--- config.mk ---
export PLATFORM = sky130hd
export DESIGN_NAME = drive_fifo
export DESIGN_NICKNAME = d
export VERILOG_FILES = /design/src/verilog/stm_pkg.sv /design/src/verilog/drive_fifo.sv
export SDC_FILE = /design/constraint.sdc
export NUM_CORES = 1
export LEC_CHECK = 0
export ABC_CLOCK_PERIOD_IN_PS = 5700
export BUFFER_PORTS_ARGS = -buffer_cell sky130_fd_sc_hd__clkbuf_2
export CAP_MARGIN = 25
export CORE_ASPECT_RATIO = 1.1
export CORE_MARGIN = 4
export CORE_UTILIZATION = 61
export DETAILED_ROUTE_END_ITERATION = 10
export PLACE_DENSITY = 0.89
export SYNTH_ARGS = -nofsm -noshare
export SYNTH_HDL_FRONTEND = slang
export SYNTH_SLANG_ARGS = --single-unit
--- constraint.sdc ---
create_clock -name CLK -period 5.7 [get_ports CLK]
set_clock_uncertainty 0.15 [all_clocks]
set_input_delay 0.285 -clock CLK [delete_from_list [all_inputs] [get_ports CLK]]
set_output_delay 0.285 -clock CLK [all_outputs]
set_load 0.1 [all_outputs]
--- src/verilog/stm_pkg.sv ---
package stm_pkg;

  // ************************************************************************
  // sizes
  // ************************************************************************

  localparam int NUM_SEGMENT = 2;
  localparam int NUM_TRANS = 16;
  localparam int TRANS_W = 4;
  localparam int IDX_W = 4;                 // up to 16 patterns per segment
  localparam logic [7:0] REP_INFINITE = 8'hff;

  localparam int RAM_ADDR_W = 1 + IDX_W + TRANS_W;  // {segment, idx, trans}
  localparam int RAM_DEPTH = NUM_SEGMENT * (2 ** IDX_W) * NUM_TRANS;
  localparam int FIFO_DEPTH = 4;

  // ************************************************************************
  // grouped signals
  // ************************************************************************

  typedef struct packed {
    logic [7:0] intensity;
    logic [7:0] phase;
    logic [TRANS_W-1:0] trans;
    logic segment;
  } drive_t;                                // 21 bits

  typedef struct packed {
    logic en;
    logic segment;
    logic [IDX_W-1:0] idx;
    logic [TRANS_W-1:0] trans;
    logic [7:0] intensity;
    logic [7:0] phase;
  } pattern_wr_t;

  typedef struct packed {
    logic en;
    logic segment;
    logic [TRANS_W-1:0] trans;
    logic keep;                             // 1 = transducer drives
  } mask_wr_t;

  typedef struct packed {
    logic [NUM_SEGMENT-1:0][IDX_W-1:0] cycle;  // pattern count with 0 for 16
    logic [NUM_SEGMENT-1:0][7:0] freq_div;     // clocks per pattern step
    logic req_segment;
    logic [7:0] rep;
  } stm_settings_t;

endpackage

--- src/verilog/drive_fifo.sv ---
`timescale 1ns/10ps

module drive_fifo
  import stm_pkg::*;
#(
  parameter type T = drive_t,
  parameter int DEPTH = FIFO_DEPTH
) (
  input  logic CLK,
  input  logic arst_n,
  input  logic in_req,
  input  T in_data,
  input  logic out_ack,
  output logic in_ack,
  output logic out_req,
  output T out_data
);

  T mem [DEPTH];
  logic [$clog2(DEPTH)-1:0] wr_ptr;
  logic [$clog2(DEPTH)-1:0] rd_ptr;
  logic [$clog2(DEPTH+1)-1:0] count;
  logic full;
  logic push;
  logic pop;
  logic out_ack_q;

  assign full = (count == DEPTH);
  assign push = in_req && !in_ack && !full; // full keeps in_ack low
  assign pop = out_ack_q && !out_ack;       // falling ack retires the head
  assign out_data = mem[rd_ptr];

  always_ff @(posedge CLK) begin
    if (push) begin
      mem[wr_ptr] <= in_data;
    end
  end

  always_ff @(posedge CLK or negedge arst_n) begin
    if (!arst_n) begin
      in_ack <= 1'b0;
      out_req <= 1'b0;
      out_ack_q <= 1'b0;
      wr_ptr <= '0;
      rd_ptr <= '0;
      count <= '0;
    end else begin
      out_ack_q <= out_ack;
      if (push) begin
        in_ack <= 1'b1;
        wr_ptr <= (wr_ptr == DEPTH - 1) ? '0 : wr_ptr + 1'b1;
      end else if (in_ack && !in_req) begin
        in_ack <= 1'b0;
      end
      if (pop) begin
        rd_ptr <= (rd_ptr == DEPTH - 1) ? '0 : rd_ptr + 1'b1;
      end
      if (push && !pop) begin
        count <= count + 1'b1;
      end else if (pop && !push) begin
        count <= count - 1'b1;
      end
      // next offer waits until the previous pop has settled
      if (out_req && out_ack) begin
        out_req <= 1'b0;
      end else if (!out_req && !out_ack && !out_ack_q && count != 0) begin
        out_req <= 1'b1;
      end
    end
  end

endmodule

== After elaboration in Yosys (flattened, before gate mapping) ==
Memories as Yosys holds them, arrays and structs flattened.
Index checks and enable logic that the tools add are counted.

* Flip-flop bits (word level): 10
* Bits in writable memories: 84
* Bits of input ports: 25
* Output and inout port bits: 23
* Word-level logic and storage cells: 46
* Memories: 1

* Add/subtract/negate cells: 4
* Eq/ne operators: 3
* Mux-type cells: 10
* Reductions and logical operators: 22

{| class="wikitable"
|+ Memories
! name !! depth !! width !! rd ports !! clocked after memory_dff !! wr ports !! line !! RTL
|-
| mem || 4 || 21 || 1 || 0 || 1 || drive_fifo.sv:19 || <nowiki>T mem [DEPTH];</nowiki>
|}

{| class="wikitable"
|+ Operators with widths
! kind !! count
|-
| $logic_and A1 B1 Y1 || 10
|-
| $logic_not A1 Y1 || 8
|-
| $mux W1 || 6
|-
| $mux W3 || 2
|-
| $reduce_bool A2 Y1 || 3
|-
| $add A2 B1 Y2 const B || 2
|-
| $eq A2 B2 Y1 const B || 2
|-
| $mux W2 || 2
|-
| $add A3 B1 Y3 const B || 1
|-
| $eq A3 B3 Y1 const B || 1
|-
| $reduce_bool A3 Y1 || 1
|-
| $sub A3 B1 Y3 const B || 1
|}

== Longest topological paths before layout ==
* Depth in word-level cells: 7
* Depth in mapped cells: 8
* Mapped depth without buffers: 8

== Least setup slack after synthesis ==
OpenSTA, ideal clock, no wires.

* Kind: register -> register
* Start point: register in_ack
* End point: register count[2]
* Library setup time: 0.079 ns
* Data arrival time: 2.198 ns
* Data required time: 5.471 ns
* Path slack: 3.273 ns
* Stages on the path, launching flop included: 8
* Buffers on the path: 0
* Period minus slack after synthesis: 2.427 ns
* Cells stage by stage: dfrtp_1 > nor3b_4 > ha_1 > inv_1 > fa_1 > xor2_1 > nor2_1 > xor2_1

* Longest elaborated chain between the ends: 6
* Elaborated cells on any way between the ends: 8
* Those cells by class: mux: 1; reduce/logical: 7

{| class="wikitable"
|+ Ends and longest elaborated chain
! element !! line !! RTL
|-
| from (decl) || drive_fifo.sv:14 || <nowiki>output logic in_ack,</nowiki>
|-
| from (signal assigned) || drive_fifo.sv:41 || <nowiki>in_ack <= 1'b0;</nowiki>
|-
| from (signal assigned) || drive_fifo.sv:50 || <nowiki>in_ack <= 1'b1;</nowiki>
|-
| from (signal assigned) || drive_fifo.sv:53 || <nowiki>in_ack <= 1'b0;</nowiki>
|-
| $logic_not A1 Y1 (*) || drive_fifo.sv:29 || <nowiki>assign push = in_req && !in_ack && !full;</nowiki>
|-
| $logic_and A1 B1 Y1 (*) (2 in series) || drive_fifo.sv:29 ||
|-
| named net push || drive_fifo.sv:24 || <nowiki>logic push;</nowiki>
|-
| $logic_not A1 Y1 || drive_fifo.sv:60 || <nowiki>end else if (pop && !push) begin</nowiki>
|-
| $logic_and A1 B1 Y1 || drive_fifo.sv:60 ||
|-
| $reduce_bool A2 Y1 (no line) || -- ||
|-
| to (signal assigned) || drive_fifo.sv:59 || <nowiki>count <= count + 1'b1;</nowiki>
|-
| to (signal assigned) || drive_fifo.sv:61 || <nowiki>count <= count - 1'b1;</nowiki>
|-
| to (decl) || drive_fifo.sv:22 || <nowiki>logic [$clog2(DEPTH+1)-1:0] count;</nowiki>
|}

The timed path passes the listed nets; every way through them passes the cells marked *.
A chain may end at the register's enable or synchronous reset.

==> results by group <==
Timing
  – Worst-Margin Slew: 976 ps
  – Crit path time final: 2690 ps
  – Max-slew violation count: 0
  – FMAX: 372 MHz
  – Slew Limit Headroom: 0.349
  – RSZ-0062 raised after global routing: no
  – Final hold vios: 0
  – Setup TNS: 0 ps
  – Fin crit share: 0.472
  – Final setup vio count: 0

Setup path
  – Type of the worst setup path: reg2out
  – CP max stage delay: 570 ps
  – CP Data Required Time: 5270 ps
  – CP endpoint kind: primary output
  – Reg-to-reg slack, setup: 3410 ps
  – Slowest CP cell: mux4_2
  – CP cell instances: buf_4 -> mux4_2 -> clkbuf_2
  – Critical path arrival: 2260 ps
  – Startpoint Class: flip-flop
  – Crit-path max FO: 17
  – FF-to-FF path depth: 8

Global route
  – Initial antenna violation count: 0
  – Vias in the first global route: 1831
  – First-pass GRT wire length: 9.39 mm
  – Gr ovfl total: 0
  – GRT Util Overall: 0.187
  – Largest net degree at the start of global routing: 24

Cells and area
  – N_diodes: 0
  – Storage element area: 2770 sq um
  – Cell Count, Final, Fillers Out: 307
  – FILL cells: roughly 320
  – Multi-input logic area: 767 sq um
  – Layout cells sized above 1: 0.413
  – Synthesis-to-finish area growth: 17.7%
  – Final core occ: 0.738
  – Layout net count: approximately 260

CTS
  – Clock sinks: 94
  – CTS tree: yes
  – Num CTS Buffers: 9
  – Resized Gates After CTS: 0
  – CTS clk-pin slew, worst paths: approximately 90 ps
  – Clock root cell: clkbuf_8
  – Max clock buf depth: 2
  – Clk Latency, worst-skew pair: 350 ps
  – Max H-tree Level: 3

Synth
  – Synthesis-stage register bit count: 94
  – Mapped Cells: 154
  – Synth Net Count: ~190
  – Mapped Area: about 3600 sq um
  – Sequential area share after synthesis: 0.767
  – Largest cells by area after synthesis: edfxtp_1 70%, mux4_2 13%, dfrtp_1 6.9%
  – Synth warnings: 0
  – Top cell type by total area after synthesis: edfxtp_1
  – Cell variety after synth: 21
  – Top cell type's share of synthesized area: 0.698
  – Syn_area_per_cell: 23.5 sq um

Run status
  – Status: finished clean

Floorplanning
  – Die Y: 88.7 um
  – CORE AREA: 5770 sq um
  – Die area: between 7000 and 8000 sq um
  – Ports: 48
  – Row Count: 29
  – Starting Density: 0.627
  – Width of the die: 81.4 um

Hold path
  – Hold Crit Depth: 1
  – HP Class: in2reg

Routing
  – Detail Route Antenna Nets: 0
  – Total Wirelength: 5.78 mm
  – Drt via density: 5.45
  – Drt wl/cell: approximately 19 um
  – Vias: 1674
  – Drt initial violations: 204
  – Remaining DRCs: 0
  – Drt pass-1 iters: 4

Place
  – GP Congestion: 0.701
  – Cell Count Post-Placement: 274
  – HPWL Detailed: 3.57 mm
  – I/O Buffers: 47

Flow run
  – Max_cap viols: 0
## timing repair
item / CTS / global route
buffers inserted: 0 / 0
hold buffers: 14 / 3
hold endpoints to repair: 56 / 10
## cell usage after synthesis
cell type / instances
mux2_2: 3
buf_8: 1
a21oi_1: 1
xnor2_1: 1
ha_1: 6
nor2_1: 4
nor3b_4: 2
mux4_2: 21
buf_6: 1
buf_12: 1
and2_2: 4
nand2b_1: 1
a21boi_0: 1
mux2_4: 2
edfxtp_1: 84
or3_2: 1
fa_1: 1
inv_1: 5
buf_2: 2
xor2_1: 2
dfrtp_1: 10
## through the flow
stage               hold WS (ps)  area [sq um]  setup WS [ps]
floorplan                   -161          3610           3270
CTS                        0.890          4230           2940
global route                3.99          4260           2820
detailed placement          15.9          3900           3330
global placement            11.1          3900           3360
finish                      14.7          4260           3010
## per-layer routing
metal / vias to the layer above / share of wire / GRT usage
li1: 765 / - / -
met3: 10 / 0.071 / 0.0560
met4: 0 / 0.017 / 0.0906
met1: 833 / 0.39 / 0.233
met2: 66 / 0.52 / 0.301
met5: - / 0 / 0
## registers in the layout, indices dropped and copies added, names as in the netlist
register,flops
count,3
in_ack,1
mem,84
out_ack_q,1
out_req,1
rd_ptr,2
wr_ptr,2
## critical path, delay by kind of cell (launching register included)
kind | cells | cell delay, ps
mux | 1 | 570
buf+inv | 2 | 780
flops | 1 | 550
## cells by family (layout without fill, tap and decap cells)
family | count (synthesis) | count (layout) | share of synthesized area
AND/OR/NAND/NOR | 12 | 12 | 0.0267
flip-flops | 94 | 94 | 0.767
buffers and inverters | 10 | 86 | 0.0208
XOR/XNOR | 3 | 3 | 0.00727
AO/OA/AOI/OAI | 2 | 2 | 0.00346
multiplexers | 26 | 26 | 0.148
adder cells (fa/ha/maj) | 7 | 7 | 0.0263
## layout by cell type, fill, tap and decap left out, drive strengths merged, types with 2 or more instances in the layout
cell,Yosys,final
edfxtp,84,84
clkbuf,0,56
mux4,21,21
dlygate4sd3,0,17
dfrtp,10,10
ha,6,6
inv,5,6
mux2,5,5
and2,4,4
nor2,4,4
clkinv,0,4
nor3b,2,2
xor2,2,2
## path summary, 6_finish.rpt
kind	from	end
setup / recovery	rd_ptr[0]$_DFFE_PN0P_	out_data[14]
hold / removal	in_data[4]	mem[2][4]$_DFFE_PP_
setup reg to reg	count[2]$_DFFE_PN0P_	count[2]$_DFFE_PN0P_
hold reg to reg	count[2]$_DFFE_PN0P_	count[2]$_DFFE_PN0P_
max in group asynchronous	arst_n	rd_ptr[1]$_DFFE_PN0P_
min in group asynchronous	arst_n	count[2]$_DFFE_PN0P_
## final cells by class
| type | instances | area share |
|---|---|---|
| clock buffers | 9 | 0.0291 |
| flip-flops and latches | 94 | 0.652 |
| well taps | 77 | 0.0226 |
| inverters | 5 | 0.00441 |
| clock inverters | 7 | 0.0150 |
| repair buffers | 65 | 0.0970 |
| multi-input cells | 50 | 0.180 |
Power is left out: the tool's default activity adds up to more than one toggle a clock period on the data nets, which glitch-free logic cannot reach.
