==> src/verilog/stm_pkg.sv <==
package stm_pkg;

  // ************************************************************************
  // sizes
  // ************************************************************************

  localparam int NUM_SEGMENT = 2;
  localparam int NUM_TRANS = 16;
  localparam int TRANS_W = 4;
  localparam int IDX_W = 4;                 // up to 16 patterns per segment
  localparam logic [7:0] REP_INFINITE = 8'hff;

  localparam int RAM_ADDR_W = 1 + IDX_W + TRANS_W;  // {segment, idx, trans}
  localparam int RAM_DEPTH = NUM_SEGMENT * (2 ** IDX_W) * NUM_TRANS;
  localparam int FIFO_DEPTH = 4;

  // ************************************************************************
  // grouped signals
  // ************************************************************************

  typedef struct packed {
    logic [7:0] intensity;
    logic [7:0] phase;
    logic [TRANS_W-1:0] trans;
    logic segment;
  } drive_t;                                // 21 bits

  typedef struct packed {
    logic en;
    logic segment;
    logic [IDX_W-1:0] idx;
    logic [TRANS_W-1:0] trans;
    logic [7:0] intensity;
    logic [7:0] phase;
  } pattern_wr_t;

  typedef struct packed {
    logic en;
    logic segment;
    logic [TRANS_W-1:0] trans;
    logic keep;                             // 1 = transducer drives
  } mask_wr_t;

  typedef struct packed {
    logic [NUM_SEGMENT-1:0][IDX_W-1:0] cycle;  // pattern count with 0 for 16
    logic [NUM_SEGMENT-1:0][7:0] freq_div;     // clocks per pattern step
    logic req_segment;
    logic [7:0] rep;
  } stm_settings_t;

endpackage

==> src/verilog/stm_segment_ctrl.sv <==
`timescale 1ns/10ps

module stm_segment_ctrl
  import stm_pkg::*;
(
  input  logic CLK,
  input  logic arst_n,
  input  logic settings_update,
  input  logic req_segment,
  input  logic [7:0] rep,
  input  logic [NUM_SEGMENT-1:0][IDX_W-1:0] idx,
  input  logic [NUM_SEGMENT-1:0] wrap,
  output logic segment,
  output logic [IDX_W-1:0] cur_idx,
  output logic stop
);

  logic pending;
  logic [7:0] rep_q;
  logic [7:0] rep_cnt;
  logic swap;
  logic count_wrap;

  assign cur_idx = idx[segment];

  // swap only when the requested segment rolls over to 0
  assign swap = (pending != segment) && wrap[pending];
  assign count_wrap = wrap[segment] && !stop;

  always_ff @(posedge CLK or negedge arst_n) begin
    if (!arst_n) begin
      pending <= 1'b0;
      segment <= 1'b0;
      rep_q <= REP_INFINITE;
      rep_cnt <= '0;
      stop <= 1'b0;
    end else if (settings_update) begin
      pending <= req_segment;
      rep_q <= rep;
    end else if (swap) begin
      segment <= pending;
      rep_cnt <= '0;                        // fresh budget for the new segment
      stop <= 1'b0;
    end else if (count_wrap) begin
      rep_cnt <= rep_cnt + 8'd1;
      // this wrap makes the count rep + 1
      if (rep_q != REP_INFINITE && rep_cnt == rep_q) begin
        stop <= 1'b1;
      end
    end
  end

endmodule

==> config.mk <==
export PLATFORM = sky130hd
export DESIGN_NAME = stm_segment_ctrl
export DESIGN_NICKNAME = d
export VERILOG_FILES = /design/src/verilog/stm_pkg.sv /design/src/verilog/stm_segment_ctrl.sv
export SDC_FILE = /design/constraint.sdc
export NUM_CORES = 1
export LEC_CHECK = 0
export BUFFER_PORTS_ARGS = -buffer_cell sky130_fd_sc_hd__buf_2
export CORE_AREA = 2 2 45 58
export DETAILED_ROUTE_END_ITERATION = 10
export DIE_AREA = 0 0 47 60
export GPL_ROUTABILITY_DRIVEN = 1
export HOLD_SLACK_MARGIN = 0.12
export PLACE_DENSITY = 0.71
export SLEW_MARGIN = 5
export SYNTH_ARGS = -nofsm -noshare
export SYNTH_HDL_FRONTEND = slang
export SYNTH_SLANG_ARGS = --single-unit
==> constraint.sdc <==
create_clock -name CLK -period 1.6 [get_ports CLK]
set_input_delay 0.16 -clock CLK [delete_from_list [all_inputs] [get_ports CLK]]
set_output_delay 0.16 -clock CLK [all_outputs]
set_load 0.01 [all_outputs]
# Yosys cells after proc, flatten, opt, wreduce, memory -nomap -nowiden
# Index checks and enable logic that the tools add are counted.
[totals]
ff_bits = 19
in_bits = 22
out_inout_bits = 6
[op_classes]
addsub = 1
magnitude_cmp = 2
n_eq_ne = 3
muxes = 11
bitwise = 1
reduce_logical = 9
[op_table]
columns = ["op", "n"]
rows = [
  ["$mux 8", 2],
  ["$add 8x1->8 const B", 1],
  ["$eq 8x8->1", 1],
  ["$mux 4", 2],
  ["$ne 8x8->1 const B", 1],
  ["$mux 1", 7],
  ["$lt 1x2->1 const B", 2],
  ["$reduce_and 2->1", 2],
  ["$reduce_bool 2->1", 2],
  ["$logic_and 1x1->1", 3],
  ["$reduce_and 3->1", 1],
  ["$logic_not 1->1", 1],
  ["$ne 1x1->1", 1],
  ["$not 1->1", 1],
]

# Logic depth before layout (Yosys ltp)
# Gate-level depths: netlist of run 1.
[logic_depth]
ltp_word = 5
depth_mapped = 5
depth_no_buf = 4

# Worst setup path after synthesis of run 1
# No wires, ideal clock.
[synth_path]
path_type = "flip-flop to flip-flop"
from = "register segment"
to = "register rep_cnt[1]"
setup_time_ns = 0.120
t_arrival_ns = 1.265
required_ns = 1.480
setup_slack_ns = 0.214
stages_incl_launch_ff = 5
path_cell_list = "dfrtp_1 -> buf_6 -> mux2_4 -> and2_4 -> a41o_1"
[synth_via]
elab_chain_len = 5
[synth_rtl]
columns = ["item", "line_no", "text"]
rows = [
  ["start: declaration", "stm_segment_ctrl.sv:13", "output logic segment,"],
  ["start signal: assignment", "stm_segment_ctrl.sv:41", "segment <= pending;"],
  ["$mux 1 (not written as such) (2 in a row)", "stm_segment_ctrl.sv:28", "assign count_wrap = wrap[segment] && !stop;"],
  ["$logic_and 1x1->1", "stm_segment_ctrl.sv:28", ""],
  ["$reduce_bool 2->1 (no line)", "n/a", ""],
  ["$reduce_and 2->1 (no line)", "n/a", ""],
  ["end signal: assignment", "stm_segment_ctrl.sv:45", "rep_cnt <= rep_cnt + 8'd1;"],
  ["end: declaration", "stm_segment_ctrl.sv:20", "logic [7:0] rep_cnt;"],
]
# Several ways; a longest one is shown, not always the timed one. The select of a mux whose other input is x is not followed.
# A chain may end at the register's enable or synchronous reset.

# Worst setup path after layout of run 1
[layout_path]
from = "register segment"
to = "output cur_idx[1]"
[layout_via]
elab_chain_len = 2
[layout_rtl]
columns = ["item", "line_no", "text"]
rows = [
  ["$mux 4 (not written as such) (2 in a row)", "stm_segment_ctrl.sv:24", "assign cur_idx = idx[segment];"],
  ["end: declaration", "stm_segment_ctrl.sv:14", "output logic [IDX_W-1:0] cur_idx,"],
]
# Every way passes these cells. The select of a mux whose other input is x is not followed.

==> results.py, run 1 <==
metrics = {
    "run_status": {
        "status": "complete, no violations",
    },
    "detailed_routing": {
        "final_antenna_net_count": 0,
        "vias": 869,
        "wl_per_cell_um": 13.1,
        "drtPass1Iterations": 4,
        "drc_errors": 0,
        "drt-initial-drc-count": 32,
        "routed_wl_um": 2210,
        "vias_per_cell": 5.14,
    },
    "sta": {
        "fin_setup_tns_ns": 0,
        "hold_viol_final": 0,
        "finalCritPeriodShare": 0.971,
        "finClkSkew_ns": 0.000562,
        "timing.fmax_mhz": 644,
        "setup_slack_ns": 0.0471,
        "slew_headroom": 0.720,
        "worst_pin_slew_ns": 0.420,
        "finalSetupViolCount": 0,
        "drv_slew": 0,
        "rsz0062_at_grt": "false",
        "layout_min_cycle_time_ns": 1.55,
    },
    "floorplan": {
        "core_area_mm2": 0.00230,
        "start_util": 0.471,
        "die_x_um": 47,
        "rows": 20,
        "die_h_um": 60,
        "design.portCount": 28,
        "die-area_mm2": 0.00282,
    },
    "placement": {
        "gp_congestion": 0.854,
        "placed_cell_area_mm2": 0.00127,
        "place_inst": 155,
        "dp_hpwl_um": 1650,
        "io_buffers": 27,
        "dp_slack_ns": 0.189,
    },
    "layout": {
        "seqCellArea_um2": 487,
        "multi_input_area_um2": 576,
        "num-fill-cells": 210,
        "nets": 160,
        "antenna_cells": 0,
        "drive_gt1_frac": 0.426,
        "area_delta_synth_final_pct": 28.7,
        "final_area_mm2": 0.00140,
        "fin_cells": 169,
    },
    "yosys": {
        "synth_fp_nets": 117,
        "yosysSeqAreaShare": 0.448,
        "ys_types": 31,
        "avgSynthCellArea_um2": 11.5,
        "async_reset_ff_frac": 1.00,
        "synth_seq_cells": 19,
        "mappedNetlistArea_mm2": 0.00108,
        "syn_inst": 94,
        "synthFlopType": "dfrtp_1",
        "ys_warn_count": 0,
        "synth_edf_count": 0,
    },
    "power": {
        "p_leak_uw": 0.000663,
        "p_total_uw": 1250,
        "peakVddDrop_mv": 0.598,
        "p_per_area_mw_per_mm2": 895,
    },
    "setup_path": {
        "cp.buffers_inverters": 2,
        "required_ns": 1.44,
        "path_cells": "buf_4 > mux2_1 > buf_2",
        "crit_path_top_delay_cell": "dfrtp_2",
        "critical_path.top_delay_family": "flip-flops",
        "crit_type": "reg2out",
        "critPathCaptureType": "primary output",
        "critPathMaxFanout": 8,
        "timing.critical_path.slowest_cell_delay_ns": 0.48,
        "start_kind": "flip-flop",
        "crit_arrival_ns": 1.39,
    },
    "global_routing": {
        "grt_overflow_total": 0,
        "antenna_found_initial": 0,
        "track_usage": 0.177,
        "grt_pass1_vias": 858,
        "grt_max_degree": 20,
        "grt_pass1_wl_um": 3490,
    },
    "cts": {
        "clock-sinks": 19,
        "clk_latency_ns": 0.30,
        "cts_tree": "built",
        "path_clk_slew_ns": 0.11,
        "clk_path_buf_depth": 2,
        "cts_setup_buffers": 0,
        "htreeDepth": 1,
        "cts_buffers": 3,
        "clock-root-buffer": "clkbuf_4",
    },
    "run": {
        "max-cap-violations": 0,
    },
    "hold_path": {
        "hold_path.class": "in2reg",
    },
}
[synthesized netlist by cell type, types with 2 or more instances]
cell type	instances	area share
nand3b_1	2	0.014
inv_1	2	0.0069
nor2_1	9	0.031
nor2b_1	3	0.017
dfrtp_1	11	0.25
xor2_1	13	0.10
mux2_4	2	0.028
mux2_1	4	0.042
a21oi_1	3	0.014
nor4_1	2	0.012
mux2_2	9	0.093
nand4_1	6	0.035
o2111ai_1	2	0.016
and2_1	2	0.012
dfstp_2	8	0.19
[layout by cell type (no fill, tap or decap)]
master | netlist | layout
and4_1 | 1 | 1
and2_4 | 1 | 1
nand3b_1 | 2 | 2
dfstp_2 | 8 | 8
nand4_1 | 6 | 6
ha_1 | 1 | 1
nor4_1 | 2 | 2
nand2_1 | 1 | 1
nor2b_1 | 3 | 3
mux2_2 | 9 | 9
a21oi_1 | 3 | 3
a21oi_4 | 1 | 1
buf_2 | 1 | 27
nand3_1 | 1 | 1
xor2_1 | 13 | 13
dlygate4sd3_1 | 0 | 10
nor3b_1 | 1 | 1
and3_1 | 1 | 1
nor2_1 | 9 | 9
o2111ai_1 | 2 | 2
nand2b_1 | 1 | 1
clkinv_2 | 0 | 1
xnor2_1 | 1 | 1
inv_1 | 2 | 2
dfrtp_1 | 11 | 10
o211a_1 | 1 | 1
mux2_4 | 2 | 2
buf_4 | 0 | 3
mux2_1 | 4 | 4
a211oi_2 | 1 | 1
dfrtp_2 | 0 | 1
clkbuf_4 | 0 | 3
and2_1 | 2 | 2
a41o_1 | 1 | 1
nand2_2 | 1 | 1
[state kept, by name, indices dropped and copies added, names as in the netlist]
signal and flops:
rep_q 8, rep_cnt 8, stop 1, pending 1, segment 1
[layer usage]
| metal | up-vias | routed length, um | global-route usage |
|---|---|---|---|
| met5 | - | 0 | 0 |
| met4 | 0 | 49 | 0.0714 |
| met3 | 6 | 117 | 0.0181 |
| met2 | 31 | 1160 | 0.327 |
| met1 | 406 | 879 | 0.198 |
| li1 | 426 | - | - |
[per-stage QoR]
step           hold slack [ns]  utilization
2_1_floorplan           -0.136            -
3_3_place_gp             0.112        0.551
3_5_place_dp             0.118        0.551
4_1_cts                  0.192        0.607
5_1_grt                  0.199        0.607
6_report                 0.184        0.607
[worst paths after layout]
path / to / cells past startpoint / from / slack [ns]
min in group asynchronous: rep_cnt[0] / 2 / arst_n / 0.32
hold / removal: segment / 3 / wrap[1] / 0.18
max in group asynchronous: rep_q[3] / 2 / arst_n / 0.96
setup reg to reg: rep_cnt[7] / 4 / stop / 0.18
setup / recovery: cur_idx[1] / 3 / segment / 0.05
hold reg to reg: stop / 2 / stop / 0.57
[layout make-up]
cell class,instances,area share
Inverter,2,0.00538
Sequential cell,19,0.349
Timing Repair Buffer,40,0.185
Clock inverter,1,0.00358
Multi-Input combinational cell,71,0.412
Tap cell,33,0.0296
Clock buffer,3,0.0161
[logic make-up after synthesis]
kind of cell	count (synthesis)	synth area share
muxes	15	0.163
AOI/OAI and AO/OA	9	0.0750
buffers and inverters	4	0.0219
and+or+nand+nor	32	0.168
xor gates and xnor gates	14	0.113
DFF	19	0.448
adders and majority gates	1	0.0115
[report_power, final]
group          internal, uW  total [uW]  switching (uW)
Combinational           190         341             151
Clock                  93.3         249             156
Sequential              565         659            93.9
[repair_timing]
item | in CTS | in global routing
hold buffers | 10 | 0
endpoints found under the hold margin | 28 | 0
resized for setup | 1 | 0
setup endpoints to repair | 4 | 0
[worst register-to-register path, delay by kind of cell (launching register included)]
| kind | cells | cell delay [ns] |
|---|---|---|
| flops | 1 | 0.43 |
| compound gates | 2 | 0.41 |
| mux | 1 | 0.32 |
| simple gates | 1 | 0.17 |
Power figures use the tool's default switching activity.
==> run 2: changes to the inputs <==
--- a/config.mk
+++ b/config.mk
@@ -5,10 +5,11 @@
 export SDC_FILE = /design/constraint.sdc
 export NUM_CORES = 1
 export LEC_CHECK = 0
+export ABC_AREA = 1
 export BUFFER_PORTS_ARGS = -buffer_cell sky130_fd_sc_hd__buf_2
-export CORE_AREA = 2 2 45 58
+export CORE_AREA = 2 2 47 60
 export DETAILED_ROUTE_END_ITERATION = 10
-export DIE_AREA = 0 0 47 60
+export DIE_AREA = 0 0 49 62
 export GPL_ROUTABILITY_DRIVEN = 1
 export HOLD_SLACK_MARGIN = 0.12
 export PLACE_DENSITY = 0.71
==> constraint.sdc (replaced) <==
create_clock -name CLK -period 1.7 [get_ports CLK]
set_input_delay 0.17 -clock CLK [delete_from_list [all_inputs] [get_ports CLK]]
set_output_delay 0.17 -clock CLK [all_outputs]
set_load 0.01 [all_outputs]
==> results.py, run 2 <==
metrics = {
    "detailed_routing": {
        "wl_per_cell_um": 11.1,
        "drt-initial-drc-count": 24,
        "vias": 1098,
        "drc_errors": 0,
        "final_antenna_net_count": 0,
        "drtPass1Iterations": 4,
        "routed_wl_um": 2580,
        "vias_per_cell": 4.73,
    },
    "yosys": {
        "ys_types": 29,
        "post-synth-top-count-cell": "nand2_1",
        "yosysSeqAreaShare": 0.402,
        "synth_seq_cells": 19,
        "yosys.area.top_type": "dfrtp_1",
        "yosys.area.top_type_share": 0.228,
        "synth_fp_nets": 182,
        "ys_warn_count": 0,
        "synth_edf_count": 0,
        "synthTopCellsByCount": "62 x nand2_1, 19 x inv_1, 12 x nor2_1",
        "async_reset_ff_frac": 1.00,
        "avgSynthCellArea_um2": 7.59,
        "synthFlopType": "dfrtp_1",
        "syn_inst": 159,
        "synth_area_leaders": "dfrtp_1 23%, nand2_1 19%, dfstp_2 17%",
        "mappedNetlistArea_mm2": 0.00121,
    },
    "floorplan": {
        "design.portCount": 28,
        "core_area_mm2": 0.00255,
        "die_h_um": 62,
        "start_util": 0.474,
        "rows": 21,
        "die_x_um": 49,
        "die-area_mm2": 0.00304,
    },
    "sta": {
        "finalCritPeriodShare": 0.799,
        "drv_slew": 0,
        "fin_setup_tns_ns": 0,
        "setup_slack_ns": 0.341,
        "finalSetupViolCount": 0,
        "finClkSkew_ns": 0.00257,
        "slew_headroom": 0.725,
        "timing.fmax_mhz": 736,
        "worst_pin_slew_ns": 0.413,
        "layout_min_cycle_time_ns": 1.36,
        "fin_hold_ws_ns": 0.297,
        "hold_viol_final": 0,
        "rsz0062_at_grt": "false",
    },
    "setup_path": {
        "crit_type": "reg2reg",
        "critical_path.top_delay_family": "simple AND/OR/NAND/NOR gates",
        "timing.critical_path.slowest_cell_delay_ns": 0.55,
        "critPathMaxFanout": 9,
        "cp.buffers_inverters": 2,
        "start_kind": "flip-flop",
        "critPathCaptureType": "flip-flop",
        "crit_arrival_ns": 1.55,
        "path_cells": "nand2_1 > nand3_4 > inv_4 > nand2_2 > clkinv_1 > nor2_1 > nor3_2",
        "required_ns": 1.89,
        "crit_path_top_delay_cell": "dfrtp_1",
    },
    "placement": {
        "dp_hpwl_um": 2000,
        "gp_congestion": 0.864,
        "placed_cell_area_mm2": 0.00137,
        "io_buffers": 27,
        "dp_slack_ns": 0.360,
    },
    "layout": {
        "nets": 222,
        "layout_common_cells": "62 x nand2_1, 27 x buf_2, 19 x inv_1, 12 x nor2_1, 11 x dfrtp_1",
        "multi_input_area_um2": 606,
        "top_regs": "rep_cnt x8, rep_q x8",
        "final_area_mm2": 0.00149,
        "final_util": 0.586,
        "drive_gt1_frac": 0.273,
        "final_common_cell": "nand2_1",
        "seqCellArea_um2": 485,
        "num-fill-cells": 251,
        "antenna_cells": 0,
        "area_delta_synth_final_pct": 23.6,
    },
    "cts": {
        "clock-sinks": 19,
        "clk_latency_ns": 0.29,
        "clk_path_buf_depth": 2,
        "cts_buffers": 3,
        "cts_setup_buffers": 0,
        "cts_tree": "built",
        "htreeDepth": 1,
        "clock-root-buffer": "clkbuf_4",
        "path_clk_slew_ns": 0.10,
    },
    "power": {
        "p_per_area_mw_per_mm2": 857,
        "peakVddDrop_mv": 0.550,
        "p_leak_uw": 0.000761,
    },
    "global_routing": {
        "antenna_found_initial": 0,
        "grt_pass1_vias": 1072,
        "grt_pass1_wl_um": 4440,
        "grt_max_degree": 20,
        "grt_overflow_total": 0,
        "track_usage": 0.192,
    },
    "hold_path": {
        "hold_path.class": "in2reg",
    },
    "run": {
        "max-cap-violations": 0,
    },
    "run_status": {
        "status": "complete, no violations",
    },
}
run 2: cell count changes after synthesis, moves of 3 or more:
cell	previous run	this run
nand2_1	1	62
inv_1	2	19
xor2_1	13	1
mux2_2	9	0
o21ai_0	0	8
mux2_1	4	0
nand3_1	1	5
nand4_1	6	2
xnor2_1	1	5
nor2_1	9	12
run 2: path summary, 6_finish.rpt:
check                           startpoint          to  slack, ns  cells after the start
max                                segment  rep_cnt[2]       0.34                      7
min                        settings_update  rep_cnt[6]       0.30                      3
max reg2reg                        segment  rep_cnt[2]       0.34                      7
min reg2reg                       rep_q[3]    rep_q[3]       0.49                      2
max in group asynchronous           arst_n    rep_q[0]       1.04                      2
min in group asynchronous           arst_n  rep_cnt[3]       0.33                      2
run 2: worst min-delay path, cell delays in order:
cell	delay [ns]
buf_2	0.21
nor2_8	0.08
nor2_1	0.09
run 2: kinds of logic (layout without fill, tap and decap cells):
kind of cell | Yosys count | count (layout) | share of synthesized area
AO/OA/AOI/OAI | 17 | 17 | 0.107
XOR/XNOR | 6 | 6 | 0.0435
adder cells (fa/ha/maj) | 1 | 1 | 0.0104
buffers and inverters | 25 | 64 | 0.0964
flip-flops | 19 | 19 | 0.402
AND/OR/NAND/NOR | 91 | 91 | 0.341
run 2: report_power, final:
| part | internal (uW) | total [uW] | switching (uW) |
|---|---|---|---|
| sequential | 523 | 606 | 82.4 |
| combinational | 186 | 450 | 264 |
| clock | 91.2 | 223 | 132 |
run 2: layout make-up:
| type | instances | share of cell area |
|---|---|---|
| clock buffer | 4 | 0.0176 |
| multi-input combinational | 115 | 0.406 |
| timing repair buffer | 38 | 0.163 |
| inverter | 22 | 0.0604 |
| tap | 34 | 0.0285 |
| sequential | 19 | 0.325 |
run 2: metal layers:
metal / up-vias / share of wire / GRT usage
li1: 568 / - / -
met1: 485 / 0.42 / 0.221
met2: 37 / 0.52 / 0.362
met3: 8 / 0.044 / 0.0263
met4: 0 / 0.023 / 0.0857
met5: - / 0 / 0
run 2: timing repair:
item | CTS | global route
hold endpoints to repair | 20 | 0
hold buffers | 10 | 0
resized for setup | 0 | 0
run 2: per-stage QoR:
step	power [uW]	cells
6_report	1280	232
5_1_grt	1380	232
4_1_cts	1300	232
3_5_place_dp	1050	218
3_3_place_gp	1030	218
2_1_floorplan	926	159
