### src/verilog/stm_pkg.sv
package stm_pkg;

  // ************************************************************************
  // sizes
  // ************************************************************************

  localparam int NUM_SEGMENT = 2;
  localparam int NUM_TRANS = 16;
  localparam int TRANS_W = 4;
  localparam int IDX_W = 4;                 // up to 16 patterns per segment
  localparam logic [7:0] REP_INFINITE = 8'hff;

  localparam int RAM_ADDR_W = 1 + IDX_W + TRANS_W;  // {segment, idx, trans}
  localparam int RAM_DEPTH = NUM_SEGMENT * (2 ** IDX_W) * NUM_TRANS;
  localparam int FIFO_DEPTH = 4;

  // ************************************************************************
  // grouped signals
  // ************************************************************************

  typedef struct packed {
    logic [7:0] intensity;
    logic [7:0] phase;
    logic [TRANS_W-1:0] trans;
    logic segment;
  } drive_t;                                // 21 bits

  typedef struct packed {
    logic en;
    logic segment;
    logic [IDX_W-1:0] idx;
    logic [TRANS_W-1:0] trans;
    logic [7:0] intensity;
    logic [7:0] phase;
  } pattern_wr_t;

  typedef struct packed {
    logic en;
    logic segment;
    logic [TRANS_W-1:0] trans;
    logic keep;                             // 1 = transducer drives
  } mask_wr_t;

  typedef struct packed {
    logic [NUM_SEGMENT-1:0][IDX_W-1:0] cycle;  // pattern count with 0 for 16
    logic [NUM_SEGMENT-1:0][7:0] freq_div;     // clocks per pattern step
    logic req_segment;
    logic [7:0] rep;
  } stm_settings_t;

endpackage

### src/verilog/output_mask.sv
`timescale 1ns/10ps

module output_mask
  import stm_pkg::*;
(
  input  logic CLK,
  input  logic arst_n,
  input  mask_wr_t mask_wr,
  input  logic req,
  input  drive_t data,
  output logic ack,
  output logic [7:0] intensity,
  output logic [7:0] phase,
  output logic dout_valid
);

  logic [NUM_SEGMENT-1:0][NUM_TRANS-1:0] mask_bits;
  drive_t word_q;
  logic accept;
  logic taken;

  assign accept = req && !ack;

  always_ff @(posedge CLK or negedge arst_n) begin
    if (!arst_n) begin
      mask_bits <= '1;                      // everything drives by default
      ack <= 1'b0;
      taken <= 1'b0;
      dout_valid <= 1'b0;
    end else begin
      if (mask_wr.en) begin
        mask_bits[mask_wr.segment][mask_wr.trans] <= mask_wr.keep;
      end
      if (accept) begin
        ack <= 1'b1;
      end else if (ack && !req) begin
        ack <= 1'b0;
      end
      taken <= accept;
      dout_valid <= taken;                  // one cycle after ack rises
    end
  end

  always_ff @(posedge CLK) begin
    if (accept) begin
      word_q <= data;
    end
    if (taken) begin
      if (mask_bits[word_q.segment][word_q.trans]) begin
        intensity <= word_q.intensity;
        phase <= word_q.phase;
      end else begin
        intensity <= '0;                    // silenced transducer
        phase <= '0;
      end
    end
  end

endmodule

### config.mk
export PLATFORM = sky130hd
export DESIGN_NAME = output_mask
export DESIGN_NICKNAME = d
export VERILOG_FILES = /design/src/verilog/stm_pkg.sv /design/src/verilog/output_mask.sv
export SDC_FILE = /design/constraint.sdc
export NUM_CORES = 1
export LEC_CHECK = 0
export BUFFER_PORTS_ARGS = -buffer_cell sky130_fd_sc_hd__buf_2
export CAP_MARGIN = 10
export CELL_PAD_IN_SITES_DETAIL_PLACEMENT = 1
export CELL_PAD_IN_SITES_GLOBAL_PLACEMENT = 1
export CORE_MARGIN = 2
export CORE_UTILIZATION = 50
export CTS_CLUSTER_DIAMETER = 30
export CTS_CLUSTER_SIZE = 14
export DETAILED_ROUTE_END_ITERATION = 8
export PLACE_DENSITY_LB_ADDON = 0.1
export RECOVER_POWER = 50
export SLEW_MARGIN = 20
export SYNTH_ARGS = -nofsm -noshare
export SYNTH_HDL_FRONTEND = slang
export SYNTH_SLANG_ARGS = --single-unit
### constraint.sdc
create_clock -name CLK -period 3.35 [get_ports CLK]
set_input_delay 0.67 -clock CLK [delete_from_list [all_inputs] [get_ports CLK]]
set_output_delay 0.67 -clock CLK [all_outputs]
set_load 0.02 [all_outputs]
# After elaboration in Yosys (flattened, before gate mapping)
# Cells that the tools add are included.
[classes]
order_cmp = 6
mux = 11
reduce_logical = 7
[op_table]
columns = ["cell", "n"]
rows = [
  ["16-bit two-way mux", 3],
  ["32-bit bitwise mux", 1],
  ["16-bit demux with 1-bit select", 1],
  ["4-bit by 5-bit < comparator with 1-bit output (second input constant)", 2],
  ["1-bit binary-select mux with 4-bit select", 1],
  ["1-bit demux with 4-bit select", 1],
  ["4-bit by 1-bit greater-or-equal comparator with 1-bit output (second input constant)", 1],
  ["1-bit logical AND", 4],
  ["1-bit by 2-bit < comparator with 1-bit output (second input constant)", 2],
  ["1-bit two-way mux", 4],
  ["1-bit logical NOT", 2],
  ["2-bit nonzero test", 1],
  ["1-bit greater-or-equal comparator (second input constant)", 1],
]
[word_totals]
reg_bits = 72
in_bits = 31
word_cells = 35

# Longest topological paths before layout
# Gate-level depths: netlist of run 1.
[logic_depth]
depth_word = 7
mapped_depth = 8

# Worst setup path before layout of run 1
# Ideal clock, no wire load.
[synth_path]
path_type = "register -> register"
startpoint = "register word_q[1] in the netlist's numbering"
endpoint = "register intensity[0], data pin"
setup_time_ps = 258
arrival_ps = 1530
slack_ps = 1563
path_stages_with_launch = 8
n_path_buf = 2
period_less_slack_ps = 1787
path_cell_list = "edfxtp_1 buf_6 mux2_2 o211ai_1 a221oi_1 a22oi_2 buf_4 a21boi_2"
[synth_between]
elab_chain_cells = 2
[synth_lines]
columns = ["element", "line", "source"]
rows = [
  ["start: declaration", "output_mask.sv:18", "drive_t word_q;"],
  ["start signal: assignment", "output_mask.sv:46", "word_q <= data;"],
  ["1-bit binary-select mux with 4-bit select", "output_mask.sv:49", "if (mask_bits[word_q.segment][word_q.trans]) begin"],
  ["1-bit two-way mux (not written as such)", "output_mask.sv:49", ""],
  ["end signal: assignment", "output_mask.sv:50", "intensity <= word_q.intensity;"],
  ["end: declaration", "output_mask.sv:12", "output logic [7:0] intensity,"],
]
# Every way passes these cells. The select of a mux whose other input is x is not followed.
# A chain may end at the register's enable or synchronous reset.

# Final worst setup path of run 1
[layout_path]
startpoint = "register word_q[1] in the netlist's numbering"
endpoint = "register phase[0], data pin"
[layout_between]
elab_chain_cells = 2
[layout_lines]
columns = ["element", "line", "source"]
rows = [
  ["1-bit binary-select mux with 4-bit select", "output_mask.sv:49", ""],
  ["1-bit two-way mux (not written as such)", "output_mask.sv:49", ""],
  ["end signal: assignment", "output_mask.sv:51", "phase <= word_q.phase;"],
  ["end: declaration", "output_mask.sv:13", "output logic [7:0] phase,"],
]
# Every way passes these cells. The select of a mux whose other input is x is not followed.

==> results of run 1 <==
## through the flow
| step | total power [mW] | instances |
|---|---|---|
| 5_1_grt | 2.66 | 350 |
| 3_3_place_gp | 1.78 | 334 |
| 4_1_cts | 2.57 | 350 |
| 3_5_place_dp | 1.81 | 334 |
| 2_1_floorplan | 1.64 | 216 |
| 6_report | 2.54 | 350 |
## power groups by stage
stage | registers (mW) | clock network, mW | logic [mW]
after global placement | 1.32 | 0 | 0.458
final | 1.31 | 0.761 | 0.469
after CTS | 1.31 | 0.779 | 0.478
after global routing | 1.33 | 0.806 | 0.515
after detailed placement | 1.33 | 0 | 0.477
after floorplan | 1.35 | 0 | 0.288
## cell usage in the layout (no fill, tap or decap), drive strengths merged
master    instances
o21ai             1
ha                1
mux2             37
nor2b             3
bufinv            2
a22oi             3
a21boi           16
nor3b             2
nand3             4
nand4             1
clkbuf           13
and2              1
a2111oi           1
edfxtp           37
nor2             15
mux2i            12
nand2b            4
a221oi            2
nand4b            3
clkinvlp          1
nand2            18
clkinv            3
buf              47
dfrtp             3
inv               2
o2111a            1
o211ai            1
dfstp            32
nor3              6
o2bb2ai           1
## Yosys cell counts, types with 2 or more instances
master / count
dfrtp_1: 3
nand4b_1: 3
buf_6: 2
nand2b_1: 4
a221oi_1: 2
nor2b_1: 3
mux2i_1: 12
nor3b_1: 2
inv_1: 2
mux2_2: 36
a22oi_2: 2
a21boi_2: 10
clkbuf_1: 4
a21boi_0: 6
edfxtp_1: 37
nor3_1: 6
nand2_1: 18
nor2_1: 15
nand3_1: 4
dfstp_2: 32
## layout make-up
type                       instances  area [sq um]  area share
clock buffer                      10           128      0.0347
multi-input combinational        133          1080       0.292
timing repair buffer              50           251      0.0683
inverter                           2          7.51     0.00204
clock inverter                     6          93.8      0.0255
tap                               77          96.3      0.0262
sequential                        72          2030       0.551
## layer usage
layer	track usage	part of all wire
met1	0.260	0.46
met5	0	0
met3	0.0396	0.025
met2	0.317	0.49
met4	0.0836	0.021
## sequential cells by signal (all words and copies together), names as in the netlist
register    count
phase           8
word_q         21
mask_bits      32
taken           1
intensity       8
ack             1
dout_valid      1
## logic make-up after synthesis
| logic type | share of synthesized area |
|---|---|
| flops | 0.638 |
| simple gates | 0.0854 |
| compound gates | 0.0803 |
| fa+ha+maj | 0.00393 |
| mux | 0.169 |
| buf+inv | 0.0240 |
## worst min-delay path by stage
stage            endpoint  slack (ps)  startpoint
3_5_place_dp          ack         530         ack
4_1_cts        dout_valid         430      arst_n
2_1_floorplan         ack         370      arst_n
3_3_place_gp          ack         510         ack
6_report       word_q[15]         490    data[15]
5_1_grt        word_q[11]         480    data[11]
## critical path, stage by stage (launching register included)
cell       delay, ps
edfxtp_1         870
mux2_2           410
o2bb2ai_1        180
a2111oi_2         60
a22oi_2          190
buf_4            270
a21boi_0         140
==> results.env, run 1 <==
VIOLATED_CHECKS='capacitance limit, slew limit'
DRTITER0DRC=85
ASYNC_RESET_FF_FRAC=0.486
GRT_ANTENNA_BEFORE_REPAIR=0
WORST_EP_REQUIRED_TIME_PS=3440
CRIT_PATH_START_KIND='flip-flop'
POSTCTSRESIZEDCELLS=0
FILL_CELLS=633
CRIT_END='phase[0]'
FINALCRITPERIODSHARE=0.710
SUM_OF_NEGATIVE_SETUP_SLACK_PS=0
YS.WARNINGS.COUNT=0
NET-SWITCHING-POWER_uW=710
CTS_TREE='yes'
CP-END-KIND='flip-flop'
POSTCTSSETUPREPAIRBUFS=0
SYNTH-SEQ-AREA-SHARE=0.638
POST_DRT_VIA_CELL_RATIO=5.39
DPL_CELL_AREA_SQ_MM=0.00346
IOPINCOUNT=49
RRSETUPSLACK_PS=970
TIGHTEST_SLEW_PS=1880
NUMBER_OF_GLOBAL_ROUTE_VIAS_BEFORE_REPAIR=2082
DIEHEIGHT_UM=83.7
HOLD_BUFFERS=0
HOLD_VIOL_FINAL=0
REPORT.FINAL.SETUP_VIOL=0
TIMING.RR.START='word_q[1]'
SYN_NETS=248
FINALWEIGHTEDCONGESTION=0.750
YS_FF_LATCH=72
TIMING.CRITICAL_PATH.FANOUT_MAX=16
VIAS=1885
GRT_MAX_DEGREE=36
SYNTH_TOP_AREA_FRAC=0.349
POSTROUTEANTENNANETS=0
POST-PLACE-WS_PS=981
FINAL_PERIOD_MINUS_WORST_SETUP_SLACK_PS=2380
SYNTH_ENABLE_FLOP_CELLS=37
CRITPATHARRIVALTIME_PS=2460
SYNTH_TOP_CELLS_BY_AREA='edfxtp_1 (35%), dfstp_2 (26%), mux2_2 (13%)'
FINAL_UTIL=0.590
AREA_GROW_SYN2LAYOUT_PCT=15.7
FLOORPLAN.ROWS=29
LAYOUT-DRIVE-GT1-SHARE=0.524
CTS.CLK_SLEW.WORST_PATHS_PS=80
SYNTHDOMINANTAREACELLTYPE='edfxtp_1'
POWER.INTERNAL_mW=1.83
FINAL_MAX_SLEW_VIOL_COUNT=36
STATIC-LEAKAGE-POWER_nW=1.42
CORE_AREA_SQ_MM=0.00624
SYN_AVG_CELL_AREA_SQ_UM=14.7
CLKPWRFRAC=0.300
FINALWIRELENGTH_UM=6280
DRV_CAP=1
YS.FLOP_TYPE='edfxtp_1'
FINISH.NET_COUNT=300
POWER.IR.VDD_WORST_mV=0.466
TIMING.FINAL.WS_SETUP_PS=973
SKEW_PS=8.97
CLOCK_TREE.ROOT_CELL='clkbuf_8'
COUNT_OF_CELLS_ALONG_THE_WORST_REGISTER_TO_REGISTER_PATH=6
RELSLEWSLACK=-0.253
POST_SYNTH_INSTANCE_AREA_SQ_MM=0.00318
HOLD_PATH_DEPTH=1
NETLIST_INSTANCES=216
SWITCHING_SHARE=0.280
RUN_STATUS='finished, violations left'
GLOBALROUTEOVERFLOWTOTAL=0
TIMING.HOLD.WORST.CLASS='in -> reg'
DRT_FIRST_PASS_ITERS=4
CRITPATHLAUNCH='word_q[1]'
RSZ0062_AT_GRT='false'
WORST_SKEW_PAIR.LATE_LATENCY_PS=350
DESIGN.DIE.AREA_SQ_MM=0.00701
P_PER_AREA_mW_PER_MM2=690
TIMING.SETUP.CRITICAL_PATH_CLASS='reg -> reg'
HOLDWS_PS=489
ANTENNA_CELLS_INSERTED=0
SHARE_SEQ_OF_TOTAL_POWER=0.516
GRT_UTIL_ALL_LAYERS=0.197
SYNTH_CELL_TYPE_COUNT=33
DRC_ERRORS=0
PLACE.PORT_BUFFERS=48
INITIAL_UTILIZATION=0.509
MAX_FREQ_MHz=421
RR_ENDPOINT='phase[0]'
CTS.SINKS=72
COMBPWRFRAC=0.185
CLOCK_TREE.BUFFER_DEPTH=2
NUMCTSBUFFERS=9
DIE_X_UM=83.7
DP.FINAL_HPWL_UM=4420
CTS.HTREE.LEVELS=3
FINALINSTANCEAREA_SQ_MM=0.00368
WIRE_LENGTH_OF_THE_FIRST_GLOBAL_ROUTING_PASS_UM=10500
ROUTE.DETAILED.WL_PER_INST_UM=17.9
Power figures use the tool's default switching activity.
==> run 2, diff against run 1 <==
Settings changed: ABC_AREA set to 1, CORE_UTILIZATION 50 to 43.
Clock period 3.35 ns to 2.3 ns, I/O delays scaled along.
==> run 2 against run 1 <==
  * The run still ends with capacitance limit, slew limit left
  * Clock power increased by 31%
  * Critical endpoint is now phase[7]
  * Sequential share of layout area grew 0.88 points
  * Clock skew up 1.4 ps
==> results.env, run 2 <==
RUN_STATUS='finished, violations left'
VIOLATED_CHECKS='capacitance limit, slew limit'
YS_FF_LATCH=72
CLKPWRFRAC=0.277
LAYOUT.CELLS.MOST_COMMON='nand2_1'
CTS.SINKS=72
TIMING.FINAL.WS_SETUP_PS=370
SYN_NETS=345
TIMING.SETUP.CRITICAL_PATH_CLASS='reg -> reg'
YS.WARNINGS.COUNT=0
SYNTH_MUX_AREA_FRAC=0
POSTROUTEANTENNANETS=0
SYN_AVG_CELL_AREA_SQ_UM=10.0
SYNTH_COMMONEST_CELLS='nand2_1 (97), edfxtp_1 (37), dfstp_2 (32)'
COMBPWRFRAC=0.187
P_PER_AREA_mW_PER_MM2=994
INITIAL_UTILIZATION=0.437
NUMBER_OF_GLOBAL_ROUTE_VIAS_BEFORE_REPAIR=2330
IOPINCOUNT=49
GRT_MAX_DEGREE=36
AREA_GROW_SYN2LAYOUT_PCT=15.4
SYNTH_ENABLE_FLOP_CELLS=37
CLOCK_TREE.ROOT_CELL='clkbuf_8'
FINAL_MAX_SLEW_VIOL_COUNT=36
LAYOUT_TOP_REGISTERS='mask_bits: 32 flops, word_q: 21 flops'
DRT_FIRST_PASS_ITERS=4
POSTCTSSETUPREPAIRBUFS=0
GRT_ANTENNA_BEFORE_REPAIR=0
CORE_AREA_SQ_MM=0.00718
SHARE_SEQ_OF_TOTAL_POWER=0.536
DP.FINAL_HPWL_UM=4880
MAX_FREQ_MHz=518
STATIC-LEAKAGE-POWER_nW=1.52
NET-SWITCHING-POWER_mW=1.11
CRIT_FAMILY='simple AND/OR/NAND/NOR gates'
WORST_SKEW_PAIR.LATE_LATENCY_PS=350
DIE_X_UM=89.4
DRV_CAP=1
LAYOUT.CELLS.MOST_COMMON_LIST='nand2_1 (97), buf_2 (47), edfxtp_1 (37)'
NETLIST_INSTANCES=313
WORST_EP_REQUIRED_TIME_PS=2410
SWITCHING_SHARE=0.309
CTS.CLK_SLEW.WORST_PATHS_PS=80
YOSYS.AREA_SHARE.XOR_XNOR=0
FINAL_PERIOD_MINUS_WORST_SETUP_SLACK_PS=1930
HOLD_VIOL_FINAL=0
SYNTHDOMINANTAREACELLTYPE='edfxtp_1'
FINALWIRELENGTH_UM=6760
HOLD_BUFFERS=0
DRC_ERRORS=0
GLOBALROUTEOVERFLOWTOTAL=0
SUM_OF_NEGATIVE_SETUP_SLACK_PS=0
YS.FLOP_TYPE='edfxtp_1'
TIMING.CRITICAL_PATH.FANOUT_MAX=17
LARGEST_REGISTER_FFS=32
REGISTERS.TOP_BY_FF_COUNT='mask_bits'
CRITPATHARRIVALTIME_PS=2040
FINALWEIGHTEDCONGESTION=0.773
CLOCK_TREE.BUFFER_DEPTH=2
STDCELL_COUNT=468
POWER.INTERNAL_mW=2.49
PLACE.PORT_BUFFERS=48
TIGHTEST_SLEW_PS=1810
GRT_UTIL_ALL_LAYERS=0.189
CTS_TREE='yes'
WIRE_LENGTH_OF_THE_FIRST_GLOBAL_ROUTING_PASS_UM=11100
CRIT_BUF_INV=1
SYNTH_TOP_CELLS_BY_AREA='edfxtp_1 (35%), dfstp_2 (27%), nand2_1 (12%)'
ANTENNA_CELLS_INSERTED=0
DIEHEIGHT_UM=89.4
NUMCTSBUFFERS=9
CP_CELL_SEQUENCE='inv_8 -> nand2_1 -> nand3_1 -> nand3_1 -> nand2_1 -> nand2_1 -> nand3_2 -> nand2_4 -> nor2_1'
RSZ0062_AT_GRT='false'
PLACED_CELLS_INCL_TAPS=452
FINALCRITPERIODSHARE=0.839
SYNTH_TOP_AREA_FRAC=0.354
DESIGN.DIE.AREA_SQ_MM=0.00800
POST-PLACE-WS_PS=334
REPORT.FINAL.SETUP_VIOL=0
CRIT_PATH_START_KIND='flip-flop'
LAYOUT-DRIVE-GT1-SHARE=0.304
ASYNC_RESET_FF_FRAC=0.486
TIMING.HOLD.WORST.CLASS='in -> reg'
RELSLEWSLACK=-0.204
SKEW_PS=10.4
SYNTH-SEQ-AREA-SHARE=0.646
POST_SYNTH_INSTANCE_AREA_SQ_MM=0.00314
FINISH.NET_COUNT=396
WORST_PATH_MAX_DELAY_CELL='edfxtp_1'
VIAS=2334
SYNTHSIMPLEGATEAREAFRAC=0.217
POST_SYNTHESIS_ADDER_CELL_AREA_FRACTION=0.00399
WORST_PATH_LARGEST_CELL_DELAY_PS=760
FILL_CELLS=824
DRTITER0DRC=79
FLOORPLAN.ROWS=31
CRITPATHMOSTFREQUENTCELL='nand2_1'
CTS.HTREE.LEVELS=3
POST_DRT_VIA_CELL_RATIO=4.99
SYNTH-COMPOUND-AREA-SHARE=0.0666
CP-END-KIND='flip-flop'
ROUTE.DETAILED.WL_PER_INST_UM=14.5
POWER.IR.VDD_WORST_mV=0.468
LARGEST_FAMILY_OF_LOGIC_CELLS_BY_SYNTHESIZED_AREA='simple AND/OR/NAND/NOR gates'
POSTCTSRESIZEDCELLS=0
SYNTH_CELL_TYPE_COUNT=23
DOMINANT_CELL_BY_COUNT_IN_THE_SYNTHESIZED_NETLIST='nand2_1'
==> run 2: changes by cell type in the layout (fill, tap and decap cells not counted), sizes merged, moves of 6 or more <==
cell | before | now
a21boi | 16 | 0
a31oi | 0 | 7
nand2 | 18 | 100
a21oi | 0 | 8
inv | 2 | 29
mux2i | 12 | 0
o21ai | 1 | 25
nor2 | 15 | 34
mux2 | 37 | 0
nor3 | 6 | 0
nand3 | 4 | 26
==> run 2: final timing paths <==
path                       cells after the start            to  slack (ps)          from
min reg2reg                                    2  mask_bits[6]         490  mask_bits[6]
max reg2reg                                    9      phase[7]         370     word_q[0]
max in group asynchronous                      1         taken         670        arst_n
min in group asynchronous                      1    dout_valid         590        arst_n
min                                            1     word_q[7]         280       data[7]
max                                            9      phase[7]         370     word_q[0]
==> run 2: final cells by class <==
class / count / area (sq um) / area share
Sequential cell: 72 / 2030 / 0.560
Multi-Input combinational cell: 201 / 902 / 0.249
Timing Repair Buffer: 51 / 258 / 0.0712
Clock buffer: 10 / 128 / 0.0352
Tap cell: 99 / 124 / 0.0342
Inverter: 29 / 116 / 0.0321
Clock inverter: 6 / 67.6 / 0.0187
==> run 2: through the flow <==
| stage | instance area [sq um] | power [mW] | util | hold slack, ps |
|---|---|---|---|---|
| 3_3_place_gp | 3430 | 2.61 | 0.478 | 473 |
| 6_report | 3620 | 3.60 | 0.505 | 278 |
| 3_5_place_dp | 3430 | 2.64 | 0.478 | 483 |
| 5_1_grt | 3620 | 3.82 | 0.505 | 254 |
| 4_1_cts | 3630 | 3.65 | 0.505 | 208 |
| 2_1_floorplan | 3140 | 2.42 | - | 164 |
==> run 2: logic make-up after synthesis <==
logic type,Yosys count
AOI/OAI and AO/OA,40
adders and majority gates,1
buffers and inverters,40
DFF,72
and+or+nand+nor,160
==> run 2: metal layers <==
layer,part of all wire,GRT usage
met2,0.51,0.308
met5,0,0
met4,0.016,0.0706
met3,0.030,0.0508
met1,0.44,0.242
==> run 2: power groups by stage <==
stage | Sequential, mW | Clock (mW) | Combinational (mW)
2_1_floorplan | 1.98 | 0 | 0.443
3_3_place_gp | 1.95 | 0 | 0.658
3_5_place_dp | 1.96 | 0 | 0.688
4_1_cts | 1.93 | 1.02 | 0.691
5_1_grt | 1.97 | 1.08 | 0.775
6_report | 1.93 | 0.999 | 0.673
